$ cat src/source/spi_consts.svh
`ifndef SPI_CONSTS_SVH
`define SPI_CONSTS_SVH

// axi4-lite bus widths
`define SPI_DW          32
`define SPI_AW          5

// rx fifo geometry
`define SPI_FIFO_DEPTH  8
`define SPI_FIFO_PW     3     // pointer width
`define SPI_FIFO_CW     4     // count width, holds 0..depth

// payload
`define SPI_MAX_PSIZE   4     // bytes after the command byte
`define SPI_PSIZE_W     3

// register map, byte offsets
`define SPI_ADDR_CONFIG 5'h00 // en, cpol, cpha
`define SPI_ADDR_CLKDIV 5'h04
`define SPI_ADDR_PSIZE  5'h08
`define SPI_ADDR_CMD    5'h0C
`define SPI_ADDR_TXDATA 5'h10 // write kicks off a transfer
`define SPI_ADDR_STATUS 5'h14 // read only
`define SPI_ADDR_RXDATA 5'h18 // read pops fifo

`endif

$ cat src/source/spi_pkg.sv
`include "spi_consts.svh"

package spi_pkg;

   // engine states, one baud period granularity
   typedef enum logic [2:0] {
      IDLE   = 3'd0,  // ss high
      SETUP  = 3'd1,  // ss low, shifter loaded
      CMD    = 3'd2,  // command byte
      DATA   = 3'd3,  // payload bytes
      FINISH = 3'd4   // hold ss low one more period
   } spi_state_t;

   // register offsets as seen on awaddr/araddr
   typedef enum logic [`SPI_AW-1:0] {
      REG_CONFIG = `SPI_ADDR_CONFIG,
      REG_CLKDIV = `SPI_ADDR_CLKDIV,
      REG_PSIZE  = `SPI_ADDR_PSIZE,
      REG_CMD    = `SPI_ADDR_CMD,
      REG_TXDATA = `SPI_ADDR_TXDATA,
      REG_STATUS = `SPI_ADDR_STATUS,
      REG_RXDATA = `SPI_ADDR_RXDATA
   } spi_reg_t;

   // axi response codes, exokay/decerr never issued
   typedef enum logic [1:0] {
      OKAY   = 2'b00,
      SLVERR = 2'b10
   } axi_resp_t;

endpackage

$ cat src/source/spi_cfg_if.sv
`timescale 1ns/1ps
`include "spi_consts.svh"

// configuration bundle from the register block to the spi engine
interface spi_cfg_if;

   logic                    en;       // peripheral enable
   logic                    cpol;     // idle level of sclk
   logic                    cpha;     // 1 = sample on trailing edge
   logic [7:0]              clkdiv;   // baud period = clkdiv+1 clocks
   logic [`SPI_PSIZE_W-1:0] psize;    // payload bytes after cmd
   logic [7:0]              cmd;      // command byte, sent first
   logic [`SPI_DW-1:0]      tx_data;  // payload, msb byte first
   logic                    start;    // one cycle kick
   logic                    busy;     // engine out of idle

   //########################################
   // register side
   //########################################
   modport regs (
      output en, cpol, cpha, clkdiv, psize, cmd, tx_data, start,
      input  busy
   );

   //########################################
   // engine side, en is gated in the regs
   //########################################
   modport engine (
      input  cpol, cpha, clkdiv, psize, cmd, tx_data, start,
      output busy
   );

endinterface

$ cat src/source/spi_regs.sv
`timescale 1ns/1ps
`include "spi_consts.svh"

module spi_regs (
   input  logic                     clk,
   input  logic                     nreset,
   // write address / data / response channels
   input  logic [`SPI_AW-1:0]       awaddr,
   input  logic                     awvalid,
   output logic                     awready,
   input  logic [`SPI_DW-1:0]       wdata,
   input  logic                     wvalid,
   output logic                     wready,
   output spi_pkg::axi_resp_t       bresp,
   output logic                     bvalid,
   input  logic                     bready,
   // read address / data channels
   input  logic [`SPI_AW-1:0]       araddr,
   input  logic                     arvalid,
   output logic                     arready,
   output logic [`SPI_DW-1:0]       rdata,
   output spi_pkg::axi_resp_t       rresp,
   output logic                     rvalid,
   input  logic                     rready,
   // engine config
   spi_cfg_if.regs                  cfg,
   // rx fifo
   input  logic [7:0]               rd_byte,
   input  logic                     rx_empty,
   input  logic [`SPI_FIFO_CW-1:0]  rx_count,
   output logic                     pop
);
   import spi_pkg::*;

   spi_reg_t           wr_reg;
   spi_reg_t           rd_reg;
   logic               wr_fire;  // aw/w handshake edge
   logic               wr_err;
   logic               wr_ok;
   logic               rd_fire;  // ar handshake edge
   logic               rd_err;
   logic [`SPI_DW-1:0] rd_word;

   //########################################
   // write channel
   //########################################
   assign wr_reg  = spi_reg_t'(awaddr);
   assign wr_fire = awvalid && awready;  // wvalid is held alongside
   assign wready  = awready;             // both readies pulse together
   assign wr_ok   = wr_fire && !wr_err;

   always_comb begin
      wr_err = 1'b0;
      case (wr_reg)
         REG_CONFIG, REG_CLKDIV, REG_PSIZE, REG_CMD: wr_err = 1'b0;
         REG_TXDATA: wr_err = cfg.busy || cfg.start || !cfg.en;  // no kick mid transfer
         default:    wr_err = 1'b1;  // status, rxdata, holes
      endcase
   end

   always_ff @(posedge clk or negedge nreset) begin
      if (!nreset) begin
         awready <= 1'b0;
         bvalid  <= 1'b0;
         bresp   <= OKAY;
      end else begin
         // one cycle pulse, stalled while a response is pending
         awready <= awvalid && wvalid && !bvalid && !awready;
         if (wr_fire) begin
            bvalid <= 1'b1;
            bresp  <= wr_err ? SLVERR : OKAY;
         end else if (bready) begin
            bvalid <= 1'b0;
         end
      end
   end

   // control bits
   always_ff @(posedge clk or negedge nreset) begin
      if (!nreset) begin
         cfg.en     <= 1'b0;
         cfg.cpol   <= 1'b0;
         cfg.cpha   <= 1'b0;
         cfg.clkdiv <= '0;
         cfg.psize  <= '0;
         cfg.start  <= 1'b0;
      end else begin
         cfg.start <= wr_ok && (wr_reg == REG_TXDATA);
         if (wr_ok) begin
            case (wr_reg)
               REG_CONFIG: begin
                  cfg.en   <= wdata[0];
                  cfg.cpol <= wdata[1];
                  cfg.cpha <= wdata[2];
               end
               REG_CLKDIV: cfg.clkdiv <= wdata[7:0];
               REG_PSIZE:  cfg.psize  <= wdata[`SPI_PSIZE_W-1:0];
               default: ;
            endcase
         end
      end
   end

   // data bytes for the shifter
   always_ff @(posedge clk) begin
      if (wr_ok && (wr_reg == REG_CMD))
         cfg.cmd <= wdata[7:0];
      if (wr_ok && (wr_reg == REG_TXDATA))
         cfg.tx_data <= wdata;  // same edge as start
   end

   //########################################
   // read channel
   //########################################
   assign rd_reg  = spi_reg_t'(araddr);
   assign rd_fire = arvalid && arready;
   assign pop     = rd_fire && (rd_reg == REG_RXDATA) && !rx_empty;

   always_comb begin
      rd_err  = 1'b0;
      rd_word = '0;
      case (rd_reg)
         REG_CONFIG: rd_word[2:0] = {cfg.cpha, cfg.cpol, cfg.en};
         REG_CLKDIV: rd_word[7:0] = cfg.clkdiv;
         REG_PSIZE:  rd_word[`SPI_PSIZE_W-1:0] = cfg.psize;
         REG_CMD:    rd_word[7:0] = cfg.cmd;
         REG_TXDATA: rd_word = cfg.tx_data;
         REG_STATUS: rd_word[7:0] = {rx_count, 2'b00, rx_empty, cfg.busy};
         REG_RXDATA: rd_word[7:0] = rx_empty ? 8'h00 : rd_byte;  // head of fifo
         default:    rd_err = 1'b1;
      endcase
   end

   always_ff @(posedge clk or negedge nreset) begin
      if (!nreset) begin
         arready <= 1'b0;
         rvalid  <= 1'b0;
         rresp   <= OKAY;
      end else begin
         arready <= arvalid && !rvalid && !arready;
         if (rd_fire) begin
            rvalid <= 1'b1;
            rresp  <= rd_err ? SLVERR : OKAY;
         end else if (rready) begin
            rvalid <= 1'b0;
         end
      end
   end

   always_ff @(posedge clk)
      if (rd_fire)
         rdata <= rd_word;  // latched at address handshake

endmodule

$ cat src/source/spi_master_io.sv
`timescale 1ns/1ps
`include "spi_consts.svh"

module spi_master_io (
   input  logic        clk,
   input  logic        nreset,
   spi_cfg_if.engine   cfg,
   // spi pins
   output logic        sclk,
   output logic        mosi,
   output logic        ss,
   input  logic        miso,
   // received bytes
   output logic [7:0]  rx_byte,
   output logic        rx_valid
);
   import spi_pkg::*;

   localparam int SH_W = 8 + `SPI_DW;          // cmd byte plus full payload
   localparam int BC_W = `SPI_PSIZE_W + 3;     // bit index within transfer

   spi_state_t              state;
   logic [7:0]              baud_cnt;
   logic                    baud_match;
   logic                    ph;        // half bit phase, 1 = past leading edge
   logic                    shifting;
   logic                    lead;
   logic                    trail;
   logic                    sample;
   logic                    drive;
   logic [BC_W-1:0]         bit_cnt;
   logic [`SPI_PSIZE_W-1:0] psize_eff;
   logic                    last_bit;
   logic [SH_W-1:0]         tx_sh;
   logic [6:0]              rx_sh;

   //########################################
   // baud counter
   //########################################
   always_ff @(posedge clk or negedge nreset) begin
      if (!nreset)
         baud_cnt <= '0;
      else if (cfg.start || baud_match)
         baud_cnt <= '0;  // realign to the transfer
      else
         baud_cnt <= baud_cnt + 8'd1;
   end

   assign baud_match = (baud_cnt == cfg.clkdiv);

   //########################################
   // state machine
   //########################################
   // clamp oversize payload requests
   assign psize_eff = (cfg.psize > `SPI_PSIZE_W'(`SPI_MAX_PSIZE)) ?
                      `SPI_PSIZE_W'(`SPI_MAX_PSIZE) : cfg.psize;
   assign last_bit  = (bit_cnt == {psize_eff, 3'b111});

   always_ff @(posedge clk or negedge nreset) begin
      if (!nreset) begin
         state <= IDLE;
      end else begin
         case (state)
            IDLE:   if (cfg.start) state <= SETUP;
            SETUP:  if (baud_match) state <= CMD;
            CMD:
               if (trail && (bit_cnt[2:0] == 3'd7))
                  state <= (psize_eff == '0) ? FINISH : DATA;
            DATA:   if (trail && last_bit) state <= FINISH;
            FINISH: if (baud_match) state <= IDLE;
            default: state <= IDLE;
         endcase
      end
   end

   assign cfg.busy = (state != IDLE);
   assign ss       = (state == IDLE);  // active low select

   //########################################
   // sclk generator
   //########################################
   assign shifting = (state == CMD) || (state == DATA);
   assign lead     = shifting && baud_match && !ph;
   assign trail    = shifting && baud_match && ph;   // also ends a bit
   assign sample   = cfg.cpha ? trail : lead;
   assign drive    = cfg.cpha ? lead : trail;

   always_ff @(posedge clk or negedge nreset) begin
      if (!nreset)
         ph <= 1'b0;
      else if (cfg.start)
         ph <= 1'b0;
      else if (shifting && baud_match)
         ph <= ~ph;  // two baud periods per bit
   end

   assign sclk = cfg.cpol ^ ph;  // idles at cpol

   // completed bits, counted on trailing edges
   always_ff @(posedge clk or negedge nreset) begin
      if (!nreset)
         bit_cnt <= '0;
      else if (cfg.start)
         bit_cnt <= '0;
      else if (trail)
         bit_cnt <= bit_cnt + 1'b1;
   end

   //########################################
   // tx shifter
   //########################################
   // cpha 0 puts the first bit out before the first edge
   always_ff @(posedge clk or negedge nreset) begin
      if (!nreset)
         mosi <= 1'b0;
      else if (cfg.start)
         mosi <= cfg.cpha ? 1'b0 : cfg.cmd[7];
      else if (drive)
         mosi <= tx_sh[SH_W-1];
   end

   always_ff @(posedge clk) begin
      if (cfg.start) begin
         if (cfg.cpha)
            tx_sh <= {cfg.cmd, cfg.tx_data};
         else
            tx_sh <= {cfg.cmd[6:0], cfg.tx_data, 1'b0};  // msb already on mosi
      end else if (drive) begin
         tx_sh <= {tx_sh[SH_W-2:0], 1'b0};
      end
   end

   //########################################
   // rx shifter
   //########################################
   always_ff @(posedge clk) begin
      if (sample)
         rx_sh <= {rx_sh[5:0], miso};
      if (sample && (bit_cnt[2:0] == 3'd7))
         rx_byte <= {rx_sh, miso};  // msb first
   end

   always_ff @(posedge clk or negedge nreset) begin
      if (!nreset)
         rx_valid <= 1'b0;
      else
         rx_valid <= sample && (bit_cnt[2:0] == 3'd7);  // one pulse per byte
   end

endmodule

$ cat src/source/spi_rx_fifo.sv
`timescale 1ns/1ps
`include "spi_consts.svh"

module spi_rx_fifo (
   input  logic                     clk,
   input  logic                     nreset,
   // from engine
   input  logic [7:0]               rx_byte,
   input  logic                     rx_valid,
   // to register block
   input  logic                     pop,
   output logic [7:0]               rd_byte,
   output logic                     empty,
   output logic [`SPI_FIFO_CW-1:0]  count
);

   logic [7:0]              mem [`SPI_FIFO_DEPTH];
   logic [`SPI_FIFO_PW-1:0] wr_ptr;
   logic [`SPI_FIFO_PW-1:0] rd_ptr;
   logic                    full;
   logic                    push;
   logic                    do_pop;

   assign full   = (count == `SPI_FIFO_CW'(`SPI_FIFO_DEPTH));
   assign empty  = (count == '0);
   assign push   = rx_valid && !full;  // overflow bytes are lost
   assign do_pop = pop && !empty;

   //########################################
   // storage
   //########################################
   always_ff @(posedge clk)
      if (push)
         mem[wr_ptr] <= rx_byte;

   assign rd_byte = mem[rd_ptr];  // head, valid when !empty

   //########################################
   // pointers and fill count
   //########################################
   always_ff @(posedge clk or negedge nreset) begin
      if (!nreset) begin
         wr_ptr <= '0;
         rd_ptr <= '0;
         count  <= '0;
      end else begin
         if (push)
            wr_ptr <= wr_ptr + 1'b1;  // wraps at depth
         if (do_pop)
            rd_ptr <= rd_ptr + 1'b1;
         case ({push, do_pop})
            2'b10:   count <= count + 1'b1;
            2'b01:   count <= count - 1'b1;
            default: count <= count;  // idle or push+pop
         endcase
      end
   end

endmodule

$ cat src/source/spi_master.sv
`timescale 1ns/1ps
`include "spi_consts.svh"

module spi_master (
   input  logic                clk,
   input  logic                nreset,
   // axi4-lite write
   input  logic [`SPI_AW-1:0]  awaddr,
   input  logic                awvalid,
   output logic                awready,
   input  logic [`SPI_DW-1:0]  wdata,
   input  logic                wvalid,
   output logic                wready,
   output spi_pkg::axi_resp_t  bresp,
   output logic                bvalid,
   input  logic                bready,
   // axi4-lite read
   input  logic [`SPI_AW-1:0]  araddr,
   input  logic                arvalid,
   output logic                arready,
   output logic [`SPI_DW-1:0]  rdata,
   output spi_pkg::axi_resp_t  rresp,
   output logic                rvalid,
   input  logic                rready,
   // spi pins
   output logic                sclk,
   output logic                mosi,
   output logic                ss,
   input  logic                miso
);

   logic [7:0]               rx_byte;
   logic                     rx_valid;
   logic                     pop;
   logic [7:0]               rd_byte;
   logic                     rx_empty;
   logic [`SPI_FIFO_CW-1:0]  rx_count;

   spi_cfg_if cfg ();  // regs -> engine

   // decode
   spi_regs regs0 (
      .clk, .nreset,
      .awaddr, .awvalid, .awready, .wdata, .wvalid, .wready,
      .bresp, .bvalid, .bready,
      .araddr, .arvalid, .arready, .rdata, .rresp, .rvalid, .rready,
      .cfg      (cfg.regs),
      .rd_byte, .rx_empty, .rx_count, .pop
   );

   // execute
   spi_master_io io0 (
      .clk, .nreset,
      .cfg      (cfg.engine),
      .sclk, .mosi, .ss, .miso,
      .rx_byte, .rx_valid
   );

   // result
   spi_rx_fifo fifo0 (
      .clk, .nreset,
      .rx_byte, .rx_valid, .pop, .rd_byte,
      .empty    (rx_empty),
      .count    (rx_count)
   );

endmodule

$ cat config.mk
export PLATFORM = sky130hd
export DESIGN_NAME = spi_master
export DESIGN_NICKNAME = d
export VERILOG_FILES = /design/src/source/spi_pkg.sv /design/src/source/spi_cfg_if.sv /design/src/source/spi_regs.sv /design/src/source/spi_master_io.sv /design/src/source/spi_rx_fifo.sv /design/src/source/spi_master.sv
export VERILOG_INCLUDE_DIRS = /design/src /design/src/source
export SDC_FILE = /design/constraint.sdc
export NUM_CORES = 1
export LEC_CHECK = 0
export BUFFER_PORTS_ARGS = -buffer_cell sky130_fd_sc_hd__buf_2
export CAP_MARGIN = 20
export CORE_ASPECT_RATIO = 2
export CORE_UTILIZATION = 59
export DETAILED_ROUTE_END_ITERATION = 8
export PLACE_DENSITY = 0.79
export SETUP_SLACK_MARGIN = 0.2
export SYNTH_ARGS = -nofsm -noshare
export SYNTH_HDL_FRONTEND = slang
export SYNTH_SLANG_ARGS = --single-unit
$ cat constraint.sdc
create_clock -name clk -period 6.63 [get_ports clk]
set_input_delay 0.3315 -clock clk [delete_from_list [all_inputs] [get_ports clk]]
set_output_delay 0.3315 -clock clk [all_outputs]
set_load 0.05 [all_outputs]
==> impl_summary.txt, run 1 <==
----------------------------------------------------
[GRT]
  Overflow left after global routing ... 0
  Total routing usage reported by global routing ... about a quarter
  Number of antenna violations at the first check in global routing ... 1
  Via count of the first global-routing pass ... 6418
  Largest net degree at the start of global routing ... 97
  First-pass GRT wire length ... 33300 um

[Min path]
  Worst min-delay path class ... in2reg

[Critical path]
  Series of cell instances along the critical path ... nor4_1 -> nand4b_1 -> nor2_2 -> ha_1 -> xor2_1 -> ha_1 -> a21oi_1 -> xor2_1 -> nor2_1 -> xor2_1
  Highest fanout seen on the critical path ... 9
  Cell type group with the largest total delay on the critical path ... simple AND/OR/NAND/NOR gates
  CP max-delay cell ... sky130_fd_sc_hd__dfrtp_1
  CP most frequent cell ... sky130_fd_sc_hd__xor2_1
  CP peak stage delay ... roughly 0.5 ns
  Worst path required time ... 7.01 ns
  Number of buffer and inverter stages on the critical path ... 0
  CP Launch Type ... flop
  Data arrival, critical path ... between 3 and 4 ns
  Critical setup path kind ... reg2reg
  CP endpoint kind ... flop

[Logic synthesis]
  Avg Synthesized Cell Area ... ~15 um^2
  Post-synthesis async set-or-reset flop share ... 21.1%
  Synth area leaders ... sky130_fd_sc_hd__edfxtp_1 56%, sky130_fd_sc_hd__dfrtp_1 13%, sky130_fd_sc_hd__mux2i_1 5.0%
  Share of the synthesized area in the top cell type ... 56.5%
  Most area-hungry cell type in the Yosys netlist ... sky130_fd_sc_hd__edfxtp_1
  Fraction of the yosys area taken by sequential cells ... between 60% and 70%
  Unique masters post-synth ... 65
  Syn. warnings ... 0
  Primary flip-flop cell chosen by synthesis mapping ... sky130_fd_sc_hd__edfxtp_1
  Register bit count reported by yosys ... about 240
  Total standard cell area after synthesis ... 10200 um^2
  Post-synth EDFFs ... 191
  Count of mapped cells out of synthesis ... between 600 and 700

[Placed design]
  Final GP Congestion ... about 0.89
  Detailed Place HPWL ... 14600 um
  Worst slack at placement ... 3.82 ns
  Number of buffers inserted by port buffering ... just over 90
  Instance area at placement ... 10800 um^2

[Drt]
  Number of vias per cell after detailed routing ... between 6 and 7
  Routed wire length ... 21100 um
  Drt first-iter violations ... about 320
  Number of nets with antenna violations after detailed routing ... 0
  Detailed Routing Iterations Pass 1 ... 5
  Total number of vias ... just under 6000
  DRC ... 0
  Wire per inst ... 21.3 um

[STA]
  Worst Hold Slack ... 0.00481 ns
  Worst setup slack after layout ... 3.81 ns
  Minimum clock period ... 2.82 ns
  Setup-failing EPs final ... 0
  Final total negative setup slack ... 0 ns
  RSZ-0062 raised after global routing ... no
  Clk_skew ... 0.00989 ns
  Count of pins over their slew limit ... 0
  Achievable frequency ... 0.354 GHz
  Final Hold Violating Endpoints ... 0
  Relative max-transition margin ... about 33%
  Final Cycle Share ... a little over two fifths
  Slew @ Worst Pin ... between 1 and 1.5 ns

[Finish]
  Area Overhead vs Synth ... 14.1%
  Post-route cell area ... 11600 um^2
  Nets ... between 800 and 900
  Most common cell after layout, fill and taps aside ... sky130_fd_sc_hd__edfxtp_1
  Utilization of the core after routing ... around 70%
  Commonest cells after routing, fill and taps aside ... 191 x sky130_fd_sc_hd__edfxtp_1, 92 x sky130_fd_sc_hd__buf_2, 61 x sky130_fd_sc_hd__nor2_1, 51 x sky130_fd_sc_hd__mux2i_1, 49 x sky130_fd_sc_hd__dfrtp_1
  Fraction of layout cells with a size suffix above 1 ... a little under a quarter

[Clocking]
  Clock transition at path regs ... 0.07 ns
  Clock sink count ... between 200 and 250
  Total clock buffers created by CTS ... 21
  Clk root buf ... sky130_fd_sc_hd__clkbuf_16
  Buffer depth of the longest clock path ... 3
  Post-CTS Setup Repair Bufs ... 0
  Clock tree from TritonCTS ... yes
  Clock latency on the worst-skew pair ... 0.50 ns
  H-tree lvl count ... 1

[Floorplan]
  Die outline height ... 188 um
  X dimension of the die ... approximately 95 um
  Full die area ... ~18000 um^2
  Number of placement rows ... 67
  Floorplan Core Area ... 16800 um^2
  Initial core utilization ... 60.6%
  Number of primary I/O pins ... 94

[Pwr]
  Maximum resistive drop on vdd ... 0.000270 V
  Leakage power total ... between 4 and 5 nW
  Power density of the placed cells ... 315 nW/um^2

[Run]
  Maximum Capacitance Violations ... 0

[Outcome]
  Status ... finished clean

----------------------------------------------------
==> cells by family after synthesis <==
group | synth area share, %
and+or+nand+nor | 9.42
buffers and inverters | 1.63
DFF | 69.0
xor gates and xnor gates | 2.65
other | 0.0369
AOI/OAI and AO/OA | 5.54
adders and majority gates | 0.985
muxes | 10.7
==> what timing repair did <==
item	CTS	global route
endpoints found under the hold margin	54	2
endpoints found under the setup margin	0	0
hold buffers	6	2
gates resized for setup	0	0
==> metal layers <==
layer	GRT usage [%]	vias to the layer above	wire length, um
li1	-	2707	-
met1	26.7	2966	7270
met2	45.8	199	11600
met3	3.81	80	949
met4	13.3	2	1210
met5	0	-	10
==> path summary, 6_finish.rpt <==
path | from | endpoint | slack (ns) | cells past startpoint
worst max register to register | fifo0.count[1]$_DFFE_PN0P_ | fifo0.count[2]$_DFFE_PN0P_ | 3.81 | 10
worst max-delay path | fifo0.count[1]$_DFFE_PN0P_ | fifo0.count[2]$_DFFE_PN0P_ | 3.81 | 10
worst min-delay path | wdata[17] | regs0.cfg.tx_data[17]$_DFFE_PP_ | 0.005 | 1
worst min register to register | io0.rx_sh[6]$_DFFE_PP_ | io0.rx_byte[7]$_DFFE_PP_ | 0.42 | 0
min in group asynchronous | nreset | regs0.cfg.clkdiv[5]$_DFFE_PN0P_ | 0.51 | 3
max in group asynchronous | nreset | regs0.cfg.start$_DFF_PN0_ | 5.60 | 3
==> cell type report <==
class                           count  area, um^2
Antenna cell                        2        5.00
Clock buffer                       26         544
Clock inverter                     10         130
Fill cell                        1121        5180
Inverter                            6        22.5
Multi-Input combinational cell    388        2990
Sequential cell                   242        7010
Tap cell                          207         259
Timing Repair Buffer              108         621
==> cells in the mapped netlist (6+ instances only) <==
| master | number |
|---|---|
| sky130_fd_sc_hd__nor2_1 | 61 |
| sky130_fd_sc_hd__xnor2_1 | 14 |
| sky130_fd_sc_hd__a21oi_1 | 43 |
| sky130_fd_sc_hd__xor2_1 | 13 |
| sky130_fd_sc_hd__nand2b_1 | 11 |
| sky130_fd_sc_hd__inv_1 | 6 |
| sky130_fd_sc_hd__nand2_1 | 18 |
| sky130_fd_sc_hd__mux4_2 | 17 |
| sky130_fd_sc_hd__a221oi_1 | 6 |
| sky130_fd_sc_hd__buf_2 | 8 |
| sky130_fd_sc_hd__edfxtp_1 | 191 |
| sky130_fd_sc_hd__dfrtp_1 | 51 |
| sky130_fd_sc_hd__o21ai_0 | 14 |
| sky130_fd_sc_hd__and2_1 | 26 |
| sky130_fd_sc_hd__nor3_1 | 8 |
| sky130_fd_sc_hd__clkbuf_1 | 14 |
| sky130_fd_sc_hd__mux2i_1 | 51 |
| sky130_fd_sc_hd__ha_1 | 8 |
| sky130_fd_sc_hd__mux2_2 | 16 |
==> registers in the layout, summed over array words and instances, names as in the netlist, 4 cells and up <==
name,flops
regs0.cfg.tx_data,32
regs0.rdata,32
regs0.cfg.clkdiv,8
io0.rx_sh,7
io0.baud_cnt,8
fifo0.mem,64
io0.bit_cnt,6
fifo0.count,4
io0.rx_byte,8
io0.tx_sh,40
regs0.cfg.cmd,8
==> through the flow <==
step                cells  total power, mW
floorplan             667             2.30
global placement      941             2.41
detailed placement    942             2.44
CTS                   984             3.66
global route          987             3.79
finish                989             3.65
==> report_power, final <==
part           leakage (nW)  internal (mW)  switching, mW
Clock                 0.321          0.702          0.525
Combinational          1.54          0.207          0.319
Sequential             2.41           1.79          0.106
Total                  4.28           2.70          0.951
Note: power is estimated with default switching activity, not from simulation.
==> run 2, diff against run 1 <==
- CORE_UTILIZATION: 59 -> 53
- PLACE_DENSITY: 0.79 -> 0.75
- clock period: 6.63 -> 2.44 ns (I/O delays scaled with it)
==> impl_summary.txt, run 2 (same netlist as run 1, synthesis figures left out) <==
----------------------------------------------------
[Outcome]
  Status ... finished clean

[GRT]
  Overflow left after global routing ... 0 (unchanged)
  Via count of the first global-routing pass ... 6513 (+1.5%)
  Total routing usage reported by global routing ... 22.7% (-2.4 points)
  First-pass GRT wire length ... 34000 um (+1.8%)
  Number of antenna violations at the first check in global routing ... 1 (unchanged)
  Largest net degree at the start of global routing ... 97 (unchanged)

[Pwr]
  Maximum resistive drop on vdd ... 0.000682 V (+150%)
  Post-route total power ... 10.3 mW (+180%)
  Cell Int Power ... 7.59 mW (+180%)
  Proportion of power drawn by the clock network ... 34.2% (+0.6 points)
  Combinational group share of total power ... 15.8% (+1.4 points)
  Leakage power total ... 4.61 nW (+7.8%)
  Sw power ... 2.71 mW (+190%)
  Sequential power share ... 50.0% (-1.9 points)
  Power density of the placed cells ... 830 nW/um^2 (+160%)
  Switching Fraction ... 26.3% (+0.27 points)

[Floorplan]
  Number of placement rows ... 71 (+6.0%)
  X dimension of the die ... 99.9 um (+5.4%)
  Number of primary I/O pins ... 94 (unchanged)
  Die outline height ... 198 um (+5.4%)
  Full die area ... 19800 um^2 (+11%)
  Initial core utilization ... 54.2% (-6.4 points)
  Floorplan Core Area ... 18700 um^2 (+12%)

[Clocking]
  Clock sink count ... 242 (unchanged)
  H-tree lvl count ... 1 (unchanged)
  Total clock buffers created by CTS ... 22 (+4.8%)
  Clock transition at path regs ... 0.07 ns (about the same)
  Clock tree from TritonCTS ... yes
  Buffer depth of the longest clock path ... 3 (unchanged)
  Clk root buf ... sky130_fd_sc_hd__clkbuf_16
  Clock latency on the worst-skew pair ... 0.52 ns (+0.02 ns)

[STA]
  Achievable frequency ... 0.431 GHz (+22%)
  Count of pins over their slew limit ... 0 (unchanged)
  Minimum clock period ... 2.32 ns (-0.504 ns)
  Setup-failing EPs final ... 0 (unchanged)
  Relative max-transition margin ... 37.6% (+4.6 points)
  Slew @ Worst Pin ... 0.936 ns (-0.0687 ns)
  Final Cycle Share ... 95.1% (+53 points)
  RSZ-0062 raised after global routing ... yes
  Worst setup slack after layout ... 0.119 ns (-3.69 ns)
  Worst Hold Slack ... 0.0391 ns (+0.0343 ns)
  Clk_skew ... 0.0114 ns (+0.00156 ns)
  Final Hold Violating Endpoints ... 0 (unchanged)

[Critical path]
  CP Launch Point ... fifo0.count[0]$_DFFE_PN0P_
  CP Launch Type ... flop
  R2R setup slack ... 0.12 ns (-3.69 ns)
  Data arrival, critical path ... 2.75 ns (-0.46 ns)
  CP endpoint kind ... flop
  Terminus of the critical flop-to-flop path ... fifo0.count[3]$_DFFE_PN0P_
  Critical setup path kind ... reg2reg
  Start of the worst register-to-register path ... fifo0.count[0]$_DFFE_PN0P_
  Worst path required time ... 2.87 ns (-4.14 ns)
  Highest fanout seen on the critical path ... 7 (-2)
  CP Capture Point ... fifo0.count[3]$_DFFE_PN0P_
  R2R depth ... 8 (-2)

[Drt]
  DRC ... 0 (unchanged)
  Wire per inst ... 20.0 um (-6.1%)
  Total number of vias ... 6210 (+4.3%)
  Drt first-iter violations ... 301 (-5.6%)
  Number of vias per cell after detailed routing ... 5.64 (-6.4%)
  Detailed Routing Iterations Pass 1 ... 5 (unchanged)
  Number of nets with antenna violations after detailed routing ... 0 (unchanged)
  Routed wire length ... 22100 um (+4.6%)

[Placed design]
  Final GP Congestion ... 0.898 (+1.2%)
  Placed Instances ... 1006 (+6.8%)
  Worst slack at placement ... 0.00159 ns (-3.82 ns)
  Number of buffers inserted by port buffering ... 91 (unchanged)
  Detailed Place HPWL ... 14900 um (+1.7%)

[Finish]
  Most common cell after layout, fill and taps aside ... sky130_fd_sc_hd__edfxtp_1
  Final instance count without filler cells ... 1102 (+11%)
  Registers with the most flip-flops ... fifo0.mem x64, io0.tx_sh x40
  Nets ... 888 (+7.6%)
  Number of flip-flops in the largest register ... 64 (unchanged)
  Fraction of layout cells with a size suffix above 1 ... 27.1% (+3.9 points)
  Utilization of the core after routing ... 66.2% (-3.0 points)
  Commonest cells after routing, fill and taps aside ... 191 x sky130_fd_sc_hd__edfxtp_1, 91 x sky130_fd_sc_hd__buf_2, 61 x sky130_fd_sc_hd__nor2_1, 51 x sky130_fd_sc_hd__mux2i_1, 43 x sky130_fd_sc_hd__dfrtp_1
  Area Overhead vs Synth ... 22.1%
  Register bank with the most flops ... fifo0.mem

[Run]
  Maximum Capacitance Violations ... 0 (unchanged)

[Min path]
  Worst hold start ... araddr[0]
  Worst min-delay path class ... in2reg

----------------------------------------------------
run 2: power by group through the flow:
stage                     Sequential [mW]  Clock, mW  Combinational (mW)
final                                5.15       3.52                1.63
after global routing                 5.19       3.73                1.78
after CTS                            5.15       3.57                1.59
after detailed placement             5.23          0                1.48
after global placement               5.20          0                1.42
after floorplan                      5.25          0                1.00
run 2: worst max-delay path, cell delays in order (launching register included):
cell and delay, ns:
sky130_fd_sc_hd__dfrtp_2 0.47, sky130_fd_sc_hd__nor4_4 0.30, sky130_fd_sc_hd__nand4b_1 0.23, sky130_fd_sc_hd__nor2_4 0.08
sky130_fd_sc_hd__ha_2 0.24, sky130_fd_sc_hd__nor4bb_4 0.27, sky130_fd_sc_hd__a211oi_1 0.09, sky130_fd_sc_hd__a211oi_1 0.34
sky130_fd_sc_hd__xor2_1 0.21
run 2: routing by layer:
metal / routed length (um) / global-route usage [%] / vias up
li1: - / - / 2845
met1: 7580 / 24.0 / 3109
met2: 12300 / 42.3 / 183
met3: 962 / 3.53 / 73
met4: 1260 / 12.0 / 0
met5: 0 / 0 / -
run 2: metrics by stage:
step | setup TNS (ns) | cell area, um^2
after floorplan | -19.37 | 10200
after global placement | 0 | 11000
after detailed placement | 0 | 11000
after CTS | 0 | 12200
after global routing | 0 | 12400
final | 0 | 12400
run 2: worst min path at each step:
stage                                 endpoint  slack, ns  depth (start not counted)
6_report            regs0.rresp[1]$_DFFE_PN0P_       0.04                          3
5_1_grt             regs0.rresp[1]$_DFFE_PN0P_       0.05                          3
4_1_cts             regs0.rresp[1]$_DFFE_PN0P_       0.02                          3
3_5_place_dp   regs0.cfg.tx_data[26]$_DFFE_PP_       0.30                          1
3_3_place_gp          regs0.rvalid$_DFFE_PN0P_       0.29                          1
2_1_floorplan       fifo0.count[0]$_DFFE_PN0P_      -0.17                          0
run 2: what timing repair did:
action,CTS,global route
resized for setup,10,13
setup endpoints to repair,2,34
pin swaps,3,8
gates cloned,0,3
hold endpoints to repair,100,0
buffers inserted,2,10
hold buffers,40,0
run 2: final cells by class:
class	instances	area (um^2)
antenna	1	2.50
clock buffer	28	594
clock inverter	12	134
fill	1337	6340
inverter	6	22.5
multi-input combinational	388	3080
sequential	242	7020
tap	255	319
timing repair buffer	170	1220
==> run 3, diff against run 2 <==
- CORE_UTILIZATION: 53 -> 59
- PLACE_DENSITY: 0.75 -> 0.79
- clock period: 2.44 -> 2.4 ns (I/O delays scaled with it)
==> impl_summary.txt, run 3 (same netlist as run 1, synthesis figures left out) <==
----------------------------------------------------
[Clocking]
  Clock tree from TritonCTS ... yes
  Total clock buffers created by CTS ... 21 (-4.5%)
  H-tree lvl count ... 1 (unchanged)
  Clock transition at path regs ... 0.07 ns (about the same)
  Buffer depth of the longest clock path ... 3 (unchanged)
  Clock latency on the worst-skew pair ... 0.50 ns (-0.02 ns)
  Clock sink count ... 242 (unchanged)
  Clk root buf ... sky130_fd_sc_hd__clkbuf_16

[Finish]
  Nets ... 893 (+0.56%)
  Registers with the most flip-flops ... fifo0.mem x64, io0.tx_sh x40
  Number of antenna cells inserted ... 0 (-1)
  Register bank with the most flops ... fifo0.mem
  Fraction of layout cells with a size suffix above 1 ... 27.6% (+0.53 points)
  Number of flip-flops in the largest register ... 64 (unchanged)
  Area Overhead vs Synth ... 20.5%
  Most common cell after layout, fill and taps aside ... sky130_fd_sc_hd__edfxtp_1
  Commonest cells after routing, fill and taps aside ... 191 x sky130_fd_sc_hd__edfxtp_1, 91 x sky130_fd_sc_hd__buf_2, 61 x sky130_fd_sc_hd__nor2_1, 51 x sky130_fd_sc_hd__mux2i_1, 43 x sky130_fd_sc_hd__dfrtp_1
  Utilization of the core after routing ... 73.0% (+6.9 points)

[Drt]
  Routed wire length ... 22700 um (+2.8%)
  Detailed Routing Iterations Pass 1 ... 5 (unchanged)
  Drt first-iter violations ... 360 (+20%)
  Wire per inst ... 21.5 um (+7.4%)
  Total number of vias ... 6321 (+1.8%)
  Number of nets with antenna violations after detailed routing ... 0 (unchanged)
  DRC ... 0 (unchanged)
  Number of vias per cell after detailed routing ... 5.99 (+6.3%)

[Placed design]
  Detailed Place HPWL ... 15200 um (+1.8%)
  Number of buffers inserted by port buffering ... 91 (unchanged)
  Final GP Congestion ... 0.840 (-6.4%)

[GRT]
  Number of antenna violations at the first check in global routing ... 0 (-1)
  Met2 track demand over resource in global routing ... 49.6% (+7.3 points)
  Via count of the first global-routing pass ... 6646 (+2.0%)
  Largest net degree at the start of global routing ... 97 (unchanged)
  First-pass GRT wire length ... 34600 um (+1.9%)
  Overflow left after global routing ... 0 (unchanged)
  Total routing usage reported by global routing ... 25.9% (+3.3 points)
  Most Crowded Layer GR ... met2
  GRT met1 Usage ... 26.8% (+2.8 points)
  Met3 usage in global routing ... 3.28% (-0.25 points)

[Critical path]
  Highest fanout seen on the critical path ... 7 (unchanged)
  Start of the worst register-to-register path ... fifo0.count[0]$_DFFE_PN0P_
  Worst path required time ... 2.78 ns (-0.09 ns)
  CP Launch Point ... fifo0.count[0]$_DFFE_PN0P_
  CP Launch Type ... flop
  CP endpoint kind ... flop
  Data arrival, critical path ... 2.59 ns (-0.16 ns)
  Critical setup path kind ... reg2reg

[Min path]
  Worst min-delay path class ... in2reg
  Worst hold start ... araddr[0]

[STA]
  Slew @ Worst Pin ... 0.891 ns (-0.0455 ns)
  Final Hold Violating Endpoints ... 0 (unchanged)
  RSZ-0062 raised after global routing ... yes
  Count of pins over their slew limit ... 0 (unchanged)
  Achievable frequency ... 0.454 GHz (+5.3%)
  Relative max-transition margin ... 40.6% (+3.0 points)
  Clk_skew ... 0.0154 ns (+0.00396 ns)
  Setup-failing EPs final ... 0 (unchanged)
  Final Cycle Share ... 91.9% (-3.3 points)
  Minimum clock period ... 2.20 ns (-0.116 ns)
  Worst Hold Slack ... 0.0499 ns (+0.0108 ns)

[Floorplan]
  Die outline height ... 188 um (-5.2%)
  Number of primary I/O pins ... 94 (unchanged)
  Initial core utilization ... 60.6% (+6.4 points)
  Floorplan Core Area ... 16800 um^2 (-11%)
  X dimension of the die ... 94.8 um (-5.1%)
  Number of placement rows ... 67 (-5.6%)
  Full die area ... 17800 um^2 (-10%)

[Outcome]
  Status ... finished clean

[Run]
  Maximum Capacitance Violations ... 0 (unchanged)

[Pwr]
  Power density of the placed cells ... 821 nW/um^2 (-1.1%)
  Maximum resistive drop on vdd ... 0.000866 V (+27%)
  Leakage power total ... 4.57 nW (-0.73%)

----------------------------------------------------
run 3: cell types whose count changed in the layout (fill, tap and decap cells not counted), sizes merged:
cell	before	now
bufinv	3	0
inv	6	7
buf	128	135
diode	1	0
clkbuf	30	27
run 3: metal layers:
metal  vias to the layer above  wire (um)
met5                         -          0
met2                       243      13100
met1                      3144       7540
met3                        70        978
li1                       2864          -
met4                         0       1090
run 3: what timing repair did:
action,4_1_cts,5_1_grt
pin swaps,3,6
setup buffers,4,12
endpoints found under the hold margin,89,0
setup endpoints to repair,3,35
hold buffers,40,0
resized for setup,12,9
cloned,0,1
run 3: worst paths after layout:
| kind | cells after the start | slack, ns | endpoint |
|---|---|---|---|
| worst min-delay path | 3 | 0.05 | regs0.rresp[1]$_DFFE_PN0P_ |
| worst max-delay path | 10 | 0.20 | fifo0.count[2]$_DFFE_PN0P_ |
| max in group asynchronous | 3 | 1.43 | io0.state[0]$_DFFE_PN0P_ |
| worst min register to register | 0 | 0.44 | io0.rx_byte[7]$_DFFE_PP_ |
| worst max register to register | 10 | 0.20 | fifo0.count[2]$_DFFE_PN0P_ |
| min in group asynchronous | 2 | 0.25 | io0.baud_cnt[3]$_DFF_PN0_ |
run 3: metrics by stage:
| step | TNS [ns] | instances | worst slack (ns) | power (mW) | instance area (um^2) |
|---|---|---|---|---|---|
| 3_5_place_dp | 0 | 962 | 0.0425 | 6.91 | 11000 |
| 4_1_cts | 0 | 1042 | 0.218 | 10.0 | 12100 |
| 2_1_floorplan | -20.69 | 667 | -0.632 | 6.36 | 10200 |
| 3_3_place_gp | 0 | 962 | 0.180 | 6.81 | 11000 |
| 6_report | 0 | 1055 | 0.196 | 10.1 | 12200 |
| 5_1_grt | 0 | 1055 | 0.104 | 10.4 | 12200 |
run 3: layout make-up:
type                    instances  area, um^2
clock inverters                10        51.3
clock buffers                  26         544
inverters                       6        25.0
well taps                     207         259
repair buffers                176        1250
multi-input cells             388        3090
flip-flops and latches        242        7020
fillers                      1073        4520
run 3: power by group:
group | internal (mW) | leakage (nW) | switching, mW
Clock | 1.61 | 0.287 | 1.43
Combinational | 0.769 | 1.88 | 1.04
Sequential | 4.94 | 2.41 | 0.268
Total | 7.32 | 4.57 | 2.74
run 3: worst max-delay path: stages, from the launching register on:
cell	delay, ns
sky130_fd_sc_hd__dfrtp_2	0.47
sky130_fd_sc_hd__nor4_4	0.29
sky130_fd_sc_hd__nand4b_1	0.23
sky130_fd_sc_hd__nor2_4	0.09
sky130_fd_sc_hd__ha_4	0.19
sky130_fd_sc_hd__xor2_1	0.14
sky130_fd_sc_hd__ha_2	0.17
sky130_fd_sc_hd__a21oi_2	0.12
sky130_fd_sc_hd__xor2_1	0.17
sky130_fd_sc_hd__nor2_1	0.07
sky130_fd_sc_hd__xor2_1	0.14
